**config.mk**
```make
export PLATFORM = sky130hd
export DESIGN_NAME = romulus_api_top
export DESIGN_NICKNAME = d
export VERILOG_FILES = /design/src/romulus_pkg.sv /design/src/api_fsm.sv /design/src/block_counter.sv /design/src/domain_tracker.sv /design/src/romulus_api_top.sv
export VERILOG_INCLUDE_DIRS = /design/src /design/src/include
export SDC_FILE = /design/constraint.sdc
export NUM_CORES = 1
export LEC_CHECK = 0
export BUFFER_PORTS_ARGS = -buffer_cell sky130_fd_sc_hd__buf_2
export CAP_MARGIN = 20
export CORE_ASPECT_RATIO = 0.5
export CORE_MARGIN = 2
export CORE_UTILIZATION = 40
export CTS_CLUSTER_SIZE = 28
export DETAILED_ROUTE_END_ITERATION = 8
export PLACE_DENSITY = 0.74
export REMOVE_ABC_BUFFERS = 1
export SYNTH_ARGS = -nofsm -noshare
export SYNTH_HDL_FRONTEND = slang
export SYNTH_SLANG_ARGS = --single-unit
```
**constraint.sdc**
```tcl
create_clock -name clk -period 2.15 [get_ports clk]
set_input_delay 0.1075 -clock clk [delete_from_list [all_inputs] [get_ports clk]]
set_output_delay 0.1075 -clock clk [all_outputs]
set_load 0.05 [all_outputs]
```
**src/include/romulus_defines.svh**
```systemverilog
`ifndef ROMULUS_DEFINES_SVH
`define ROMULUS_DEFINES_SVH

// public, secret and output ports share one word width
`define BUSW 32

// a 16-byte block arrives as four 32-bit words
`define BEATS_PER_BLOCK 4

`define BLOCK_BYTES 16 // length consumed per block

// beat counter runs 1..4, binary
`define CNT_W 3

`define SEGLEN_W 16 // low half of a segment header

`endif

```
**src/romulus_pkg.sv**
```systemverilog
`include "romulus_defines.svh"

package romulus_pkg;

   typedef logic [`BUSW-1:0] bus_word_t;

   // instruction codes sit in the top byte of the word
   typedef enum logic [7:0] {
      ldkey  = 8'h40,
      actkey = 8'h70,
      encn   = 8'h20,
      decn   = 8'h30
   } instr_t;

   typedef enum logic [3:0] {
      ad     = 4'd1,
      plain  = 4'd4,
      cipher = 4'd5,
      key    = 4'd12,
      npub   = 4'd13
   } seg_type_t;

   typedef enum logic [7:0] {
      dom_none   = 8'h00,
      msg_normal = 8'h04,
      ad_normal  = 8'h08,
      msg_final  = 8'h14,
      ad_final   = 8'h18
   } domain_t;

   typedef enum logic [3:0] {
      idle,
      key_header,
      store_key,
      ad_header,
      store_ad,
      nonce_header,
      store_nonce,
      msg_header,
      store_msg
   } api_state_t;

   typedef struct packed {
      seg_type_t            seg_type;
      logic                 eot;
      logic                 partial;
      logic                 last;
      logic                 spare;
      logic [7:0]           reserved;
      logic [`SEGLEN_W-1:0] length;
   } seg_hdr_t;

   // strobes for the x, y, z and s registers of the datapath
   typedef struct packed {
      logic x_rst;
      logic x_enc;
      logic x_en;
      logic y_rst;
      logic y_enc;
      logic y_en;
      logic z_rst;
      logic z_enc;
      logic z_en;
      logic s_rst;
      logic s_enc;
      logic s_en;
   } dp_ctrl_t;

endpackage

```
**src/api_fsm.sv**
```systemverilog
`timescale 1ns/10ps
`include "romulus_defines.svh"

module api_fsm (
   input  logic                   clk,
   input  logic                   neg_rst,
   input  romulus_pkg::bus_word_t pdi_data,
   input  romulus_pkg::bus_word_t sdi_data,
   input  romulus_pkg::bus_word_t pdo,
   input  logic                   pdi_valid,
   input  logic                   sdi_valid,
   input  logic                   pdo_ready,
   output logic                   pdi_ready,
   output logic                   sdi_ready,
   output logic                   pdo_valid,
   output romulus_pkg::bus_word_t pdo_data,
   output romulus_pkg::dp_ctrl_t  ctrl,
   output logic                   cnt_load,
   output logic [`SEGLEN_W-1:0]   load_len,
   output logic                   beat,
   input  logic                   block_end,
   input  logic                   seg_done,
   output logic                   ad_block,
   output logic                   msg_block,
   output logic                   nonce_done
);

   romulus_pkg::api_state_t state;
   romulus_pkg::api_state_t state_n;
   romulus_pkg::instr_t     instr;
   romulus_pkg::instr_t     instr_n;
   romulus_pkg::instr_t     pdi_instr;
   romulus_pkg::instr_t     sdi_instr;
   romulus_pkg::seg_hdr_t   pdi_hdr;
   romulus_pkg::seg_hdr_t   sdi_hdr;
   romulus_pkg::seg_hdr_t   out_hdr;
   romulus_pkg::seg_type_t  msg_type;
   logic                    dec;
   logic                    msg_xfer;

   assign pdi_instr = romulus_pkg::instr_t'(pdi_data[`BUSW-1 -: 8]);
   assign sdi_instr = romulus_pkg::instr_t'(sdi_data[`BUSW-1 -: 8]);
   assign pdi_hdr   = romulus_pkg::seg_hdr_t'(pdi_data);
   assign sdi_hdr   = romulus_pkg::seg_hdr_t'(sdi_data);
   assign load_len  = pdi_hdr.length;

   assign dec      = (instr == romulus_pkg::decn);
   assign msg_type = dec ? romulus_pkg::cipher : romulus_pkg::plain;
   assign msg_xfer = pdi_valid && pdo_ready; // in and out move in lockstep

   // header for the output port, other message type
   always_comb begin
      out_hdr          = pdi_hdr;
      out_hdr.seg_type = dec ? romulus_pkg::plain : romulus_pkg::cipher;
      out_hdr.partial  = 1'b0;
      out_hdr.spare    = dec ? pdi_hdr.last : 1'b0;
   end

   always_ff @(posedge clk) begin
      if (!neg_rst) begin
         state <= romulus_pkg::idle;
         instr <= romulus_pkg::encn;
      end else begin
         state <= state_n;
         instr <= instr_n;
      end
   end

   always_comb begin
      state_n    = state;
      instr_n    = instr;
      pdi_ready  = 1'b0;
      sdi_ready  = 1'b0;
      pdo_valid  = 1'b0;
      pdo_data   = pdo;
      ctrl       = '0;
      cnt_load   = 1'b0;
      beat       = 1'b0;
      ad_block   = 1'b0;
      msg_block  = 1'b0;
      nonce_done = 1'b0;
      case (state)
         romulus_pkg::idle: begin
            if (pdi_valid && neg_rst) begin // nothing taken while in reset
               pdi_ready = 1'b1; // unknown codes are swallowed here
               case (pdi_instr)
                  romulus_pkg::actkey: begin
                     if (sdi_valid && (sdi_instr == romulus_pkg::ldkey)) begin
                        sdi_ready = 1'b1;
                        state_n   = romulus_pkg::key_header;
                     end
                  end
                  romulus_pkg::encn, romulus_pkg::decn: begin
                     instr_n    = pdi_instr;
                     ctrl.z_rst = 1'b1;
                     ctrl.s_rst = 1'b1;
                     state_n    = romulus_pkg::ad_header;
                  end
                  default: begin
                     state_n = romulus_pkg::idle;
                  end
               endcase
            end
         end
         romulus_pkg::key_header: begin
            if (sdi_valid) begin
               sdi_ready = 1'b1;
               if (sdi_hdr.seg_type == romulus_pkg::key) begin
                  state_n = romulus_pkg::store_key;
               end
            end
         end
         romulus_pkg::store_key: begin
            if (sdi_valid) begin
               sdi_ready  = 1'b1;
               beat       = 1'b1;
               ctrl.x_rst = 1'b1; // key word into x
               if (block_end) begin
                  state_n = romulus_pkg::idle;
               end
            end
         end
         romulus_pkg::ad_header: begin
            if (pdi_valid) begin
               pdi_ready = 1'b1;
               if (pdi_hdr.seg_type == romulus_pkg::ad) begin
                  cnt_load = 1'b1;
                  state_n  = romulus_pkg::store_ad;
               end
            end
         end
         romulus_pkg::store_ad: begin
            if (pdi_valid) begin
               pdi_ready = 1'b1;
               beat      = 1'b1;
               ctrl.s_en = 1'b1;
               if (block_end) begin
                  ctrl.z_en = 1'b1;
                  ctrl.x_en = 1'b1;
                  ad_block  = 1'b1;
                  if (seg_done) begin
                     state_n = romulus_pkg::nonce_header;
                  end
               end
            end
         end
         romulus_pkg::nonce_header: begin
            if (pdi_valid) begin
               pdi_ready = 1'b1;
               if (pdi_hdr.seg_type == romulus_pkg::npub) begin
                  state_n = romulus_pkg::store_nonce;
               end
            end
         end
         romulus_pkg::store_nonce: begin
            if (pdi_valid) begin
               pdi_ready  = 1'b1;
               beat       = 1'b1;
               ctrl.y_rst = 1'b1;
               ctrl.y_enc = 1'b1;
               if (block_end) begin
                  nonce_done = 1'b1;
                  state_n    = romulus_pkg::msg_header;
               end
            end
         end
         romulus_pkg::msg_header: begin
            pdo_data = out_hdr;
            if (msg_xfer) begin
               pdi_ready = 1'b1;
               pdo_valid = 1'b1;
               if (pdi_hdr.seg_type == msg_type) begin
                  cnt_load = 1'b1;
                  state_n  = romulus_pkg::store_msg;
               end
            end
         end
         romulus_pkg::store_msg: begin
            if (msg_xfer) begin
               pdi_ready  = 1'b1;
               pdo_valid  = 1'b1;
               beat       = 1'b1;
               ctrl.s_enc = 1'b1;
               if (block_end) begin
                  ctrl.x_enc = 1'b1;
                  ctrl.y_enc = 1'b1;
                  ctrl.z_enc = 1'b1;
                  msg_block  = 1'b1;
                  if (seg_done) begin
                     state_n = romulus_pkg::idle;
                  end
               end
            end
         end
         default: begin
            state_n = romulus_pkg::idle;
         end
      endcase
   end

endmodule

```
**src/block_counter.sv**
```systemverilog
`timescale 1ns/10ps
`include "romulus_defines.svh"

module block_counter (
   input  logic                 clk,
   input  logic                 neg_rst,
   input  logic                 load,
   input  logic [`SEGLEN_W-1:0] load_len,
   input  logic                 beat,
   output logic                 block_end,
   output logic                 seg_done
);

   logic [`CNT_W-1:0]    cnt;
   logic [`SEGLEN_W-1:0] remain;
   logic                 first_beat;

   assign first_beat = (cnt == `CNT_W'(1));
   assign block_end  = (cnt == `CNT_W'(`BEATS_PER_BLOCK));
   // remain was already reduced on beat 1 of this block
   assign seg_done   = block_end && (remain == '0);

   always_ff @(posedge clk) begin
      if (!neg_rst) begin
         cnt <= `CNT_W'(1);
      end else if (load) begin
         cnt <= `CNT_W'(1);
      end else if (beat) begin
         if (block_end) begin
            cnt <= `CNT_W'(1); // wrap for next block
         end else begin
            cnt <= cnt + `CNT_W'(1);
         end
      end
   end

   always_ff @(posedge clk) begin
      if (!neg_rst) begin
         remain <= '0;
      end else if (load) begin
         remain <= load_len;
      end else if (beat && first_beat) begin
         remain <= remain - `SEGLEN_W'(`BLOCK_BYTES);
      end
   end

endmodule

```
**src/domain_tracker.sv**
```systemverilog
`timescale 1ns/10ps

module domain_tracker (
   input  logic                 clk,
   input  logic                 neg_rst,
   input  logic                 ad_block,
   input  logic                 msg_block,
   input  logic                 nonce_done,
   input  logic                 seg_done,
   output romulus_pkg::domain_t domain
);

   romulus_pkg::domain_t nonce_dom; // domain used once the nonce is in

   always_ff @(posedge clk) begin
      if (!neg_rst) begin
         domain    <= romulus_pkg::dom_none;
         nonce_dom <= romulus_pkg::dom_none;
      end else begin
         if (ad_block) begin
            if (seg_done) begin
               domain    <= romulus_pkg::ad_final;
               nonce_dom <= romulus_pkg::ad_final;
            end else begin
               domain <= romulus_pkg::ad_normal;
            end
         end else if (nonce_done) begin
            domain <= nonce_dom;
         end else if (msg_block) begin
            if (seg_done) begin
               domain <= romulus_pkg::msg_final;
            end else begin
               domain <= romulus_pkg::msg_normal;
            end
         end
      end
   end

endmodule

```
**src/romulus_api_top.sv**
```systemverilog
`timescale 1ns/10ps
`include "romulus_defines.svh"

module romulus_api_top (
   input  logic                   clk,
   input  logic                   neg_rst,
   input  romulus_pkg::bus_word_t pdi_data,
   input  logic                   pdi_valid,
   output logic                   pdi_ready,
   input  romulus_pkg::bus_word_t sdi_data,
   input  logic                   sdi_valid,
   output logic                   sdi_ready,
   input  romulus_pkg::bus_word_t pdo,
   output romulus_pkg::bus_word_t pdo_data,
   output logic                   pdo_valid,
   input  logic                   pdo_ready,
   output romulus_pkg::dp_ctrl_t  ctrl,
   output romulus_pkg::domain_t   domain
);

   logic                 cnt_load;
   logic [`SEGLEN_W-1:0] load_len;
   logic                 beat;
   logic                 block_end;
   logic                 seg_done;
   logic                 ad_block;
   logic                 msg_block;
   logic                 nonce_done;

   api_fsm i_api_fsm (
      .clk        (clk),
      .neg_rst    (neg_rst),
      .pdi_data   (pdi_data),
      .sdi_data   (sdi_data),
      .pdo        (pdo),
      .pdi_valid  (pdi_valid),
      .sdi_valid  (sdi_valid),
      .pdo_ready  (pdo_ready),
      .pdi_ready  (pdi_ready),
      .sdi_ready  (sdi_ready),
      .pdo_valid  (pdo_valid),
      .pdo_data   (pdo_data),
      .ctrl       (ctrl),
      .cnt_load   (cnt_load),
      .load_len   (load_len),
      .beat       (beat),
      .block_end  (block_end),
      .seg_done   (seg_done),
      .ad_block   (ad_block),
      .msg_block  (msg_block),
      .nonce_done (nonce_done)
   );

   block_counter i_block_counter (
      .clk       (clk),
      .neg_rst   (neg_rst),
      .load      (cnt_load),
      .load_len  (load_len),
      .beat      (beat),
      .block_end (block_end),
      .seg_done  (seg_done)
   );

   domain_tracker i_domain_tracker (
      .clk        (clk),
      .neg_rst    (neg_rst),
      .ad_block   (ad_block),
      .msg_block  (msg_block),
      .nonce_done (nonce_done),
      .seg_done   (seg_done),
      .domain     (domain)
   );

endmodule

```
==> flow_summary.json <==
{
  "status": "complete, no violations",
  "mostFrequentLayoutCell": "buf_2",
  "seq_area_um2": 703,
  "finalWorstSetupSlack_ns": 0.0279,
  "min-delay-path-class": "primary input to register",
  "layout-drive-gt1-share_pct": 38.7,
  "start_util_pct": 41.9,
  "cts_buffers": 5,
  "die_w_um": 118,
  "p_int_mw": 1.33,
  "grtUsageTotal_pct": 21.5,
  "dp_slack_ns": -0.0338,
  "dr.pass1.iters": 4,
  "cts_root_buf": "clkbuf_16",
  "maxCapViolations": 0,
  "antenna_found_initial": 0,
  "dp.cells": 582,
  "design_area_um2": 3680,
  "gp_congestion": 0.891,
  "slew_violations": 0,
  "slowest_delay_ns": 0.57,
  "pwr-share-comb_pct": 18.0,
  "ys_types": 65,
  "netlist_top_cells_area": "dfxtp_1, nand2_1, a21oi_1",
  "relSlewSlack_pct": 59.3,
  "wire_per_inst_um": 13.4,
  "synth_compound_area_share_pct": 17.8,
  "tightestPinTransition_ns": 0.610,
  "layout.nets": 614,
  "utilization_pct": 59.7,
  "setup_violations": 0,
  "slowest_stage": "or4bb_4",
  "fmax_ghz": 0.471,
  "clock_path_buffers": 2,
  "vias": 3058,
  "synthSimpleGateAreaFrac_pct": 41.0,
  "ys_seq_area_share_pct": 27.2,
  "grt_pass1_wl_um": 12300,
  "synth_top_family_by_area": "simple AND/OR/NAND/NOR gates",
  "rsz0062_at_grt": "yes",
  "finalHoldViolCount": 0,
  "ios": 156,
  "clockPowerShare_pct": 46.9,
  "port_buffers": 125,
  "dp_hpwl_um": 5550,
  "mappedNetlistArea_um2": 2580,
  "die_area_um2": 7140,
  "power.switching_mw": 0.520,
  "diodes": 0,
  "grt_pass1_vias": 2684,
  "synthFlopType": "dfxtp_1",
  "tns_ns": 0,
  "clk_pin_slew_ns": 0.06,
  "cts_htree_levels": 2,
  "peakVddDrop_mv": 0.298,
  "cp-start-kind": "register",
  "synth_xor_area_share_pct": 1.02,
  "synth-adder-area-share_pct": 2.43,
  "synth_mux_area_share_pct": 2.77,
  "area_growth_pct": 42.6,
  "fin_cells": 597,
  "route.detailed.drc": 0,
  "swShare_pct": 28.1,
  "path_cells": "or4bb_4, o21a_1, o31ai_2, o211ai_1, nor3_4, mux2i_1",
  "synth_top_area_share_pct": 27.2,
  "timing.final.crit_share_pct": 98.7,
  "die_y_um": 60.8,
  "total_power_mw": 1.85,
  "seqPwrFrac_pct": 35.1,
  "synth_largest_area_cell": "dfxtp_1",
  "critPathCaptureType": "register",
  "synth_edf_count": 0,
  "leakagePower_nw": 1.84,
  "clock_latency_ns": 0.29,
  "multiInputGateArea_um2": 1780,
  "ant_nets": 0,
  "place_area_um2": 3340,
  "clkSinkCount": 35,
  "skew_ns": 0.00546,
  "cp_max_fo": 3,
  "nFillCells": 553,
  "syn_inst": 371,
  "hold_buffers": 0,
  "via_per_inst": 5.12,
  "critPathRequiredTime_ns": 2.37,
  "wirelength_um": 8010,
  "p_per_area_nw_per_um2": 503,
  "grt-ovfl-total": 0,
  "cts_tree": "built",
  "whs_ns": 0.0791,
  "arrival_ns": 2.34,
  "rows": 20,
  "synthArstFlopShare_pct": 0,
  "worstSetupPathType": "register to register",
  "grt_start_max_net_pins": 34,
  "synth_seq_cells": 35,
  "final_cell_mix": "buf_2, nand2_1, dfxtp_1",
  "floorplan.core_area_um2": 6160,
  "avgSynthCellArea_um2": 6.95,
  "period_minus_slack_ns": 2.12,
  "drt-initial-drc-count": 188,
  "ys_warn_count": 0
}
==> flip-flops by register name, summed over array words and instances (netlist names) <==
signal                      flops
i_block_counter.remain         16
i_api_fsm.instr                 8
i_api_fsm.state                 4
i_block_counter.cnt             3
i_domain_tracker.domain         3
i_domain_tracker.nonce_dom      1
==> cells by family (layout without fill, tap and decap cells) <==
logic type                 Yosys count  in the layout
DFF                                 35             35
buffers and inverters               39            172
AOI/OAI and AO/OA                   71             71
and+or+nand+nor                    210            210
other                                1              6
xor gates and xnor gates             3              3
muxes                                7              7
adders and majority gates            5              5
==> timing repair <==
item                       4_1_cts  5_1_grt
gates cloned                     0        1
resized for setup                5       26
setup endpoints to repair       10       57
buffers inserted                 4        2
pin swaps                        1        6
==> Yosys cell counts (all sizes together) (6+ instances only) <==
master and number:
clkbuf 13, and2 10, nor4 7, nand2 114
nand3 8, nor3 7, mux2i 6, o21ai 13
inv 9, a21oi 33, nor2b 7, buf 17
nor2 21, dfxtp 35
==> power groups by stage <==
| stage | clock network [mW] | logic, mW | registers (mW) |
|---|---|---|---|
| after CTS | 0.861 | 0.328 | 0.650 |
| after global routing | 0.906 | 0.356 | 0.649 |
| final | 0.867 | 0.333 | 0.650 |
| after floorplan | 0 | 0.199 | 0.664 |
| after global placement | 0 | 0.320 | 0.664 |
| after detailed placement | 0 | 0.324 | 0.664 |
==> worst max-delay path: cells and delay by family, from the launching register on <==
| family | cells | cell delay (ns) |
|---|---|---|
| DFF | 1 | 0.31 |
| muxes | 1 | 0.20 |
| and+or+nand+nor | 2 | 0.83 |
| AOI/OAI and AO/OA | 3 | 0.71 |
==> per-layer routing <==
layer	vias to the layer above	GRT usage, %	wire length [um]
met3	9	5.08	474
met2	105	38.4	3800
met5	-	0	0
met4	0	6.37	86
li1	1538	-	-
met1	1406	26.9	3650
==> final timing paths <==
kind | startpoint | end | slack [ns] | cells past startpoint
worst max-delay path | i_api_fsm.instr[2] | i_api_fsm.state[0] | 0.03 | 6
worst min-delay path | pdi_data[2] | i_block_counter.remain[2] | 0.08 | 3
worst max register to register | i_api_fsm.instr[2] | i_api_fsm.state[0] | 0.03 | 6
worst min register to register | i_api_fsm.instr[5] | i_api_fsm.instr[5] | 0.45 | 1
==> area by class of cell <==
| type | count | share of cell area, % |
|---|---|---|
| Clock buffer | 6 | 3.78 |
| Sequential cell | 35 | 19.1 |
| Timing Repair Buffer | 155 | 23.7 |
| Multi-Input combinational cell | 302 | 48.5 |
| Tap cell | 88 | 2.99 |
| Clock inverter | 2 | 0.953 |
| Inverter | 9 | 0.919 |
Note: power is estimated with default switching activity, not from simulation.
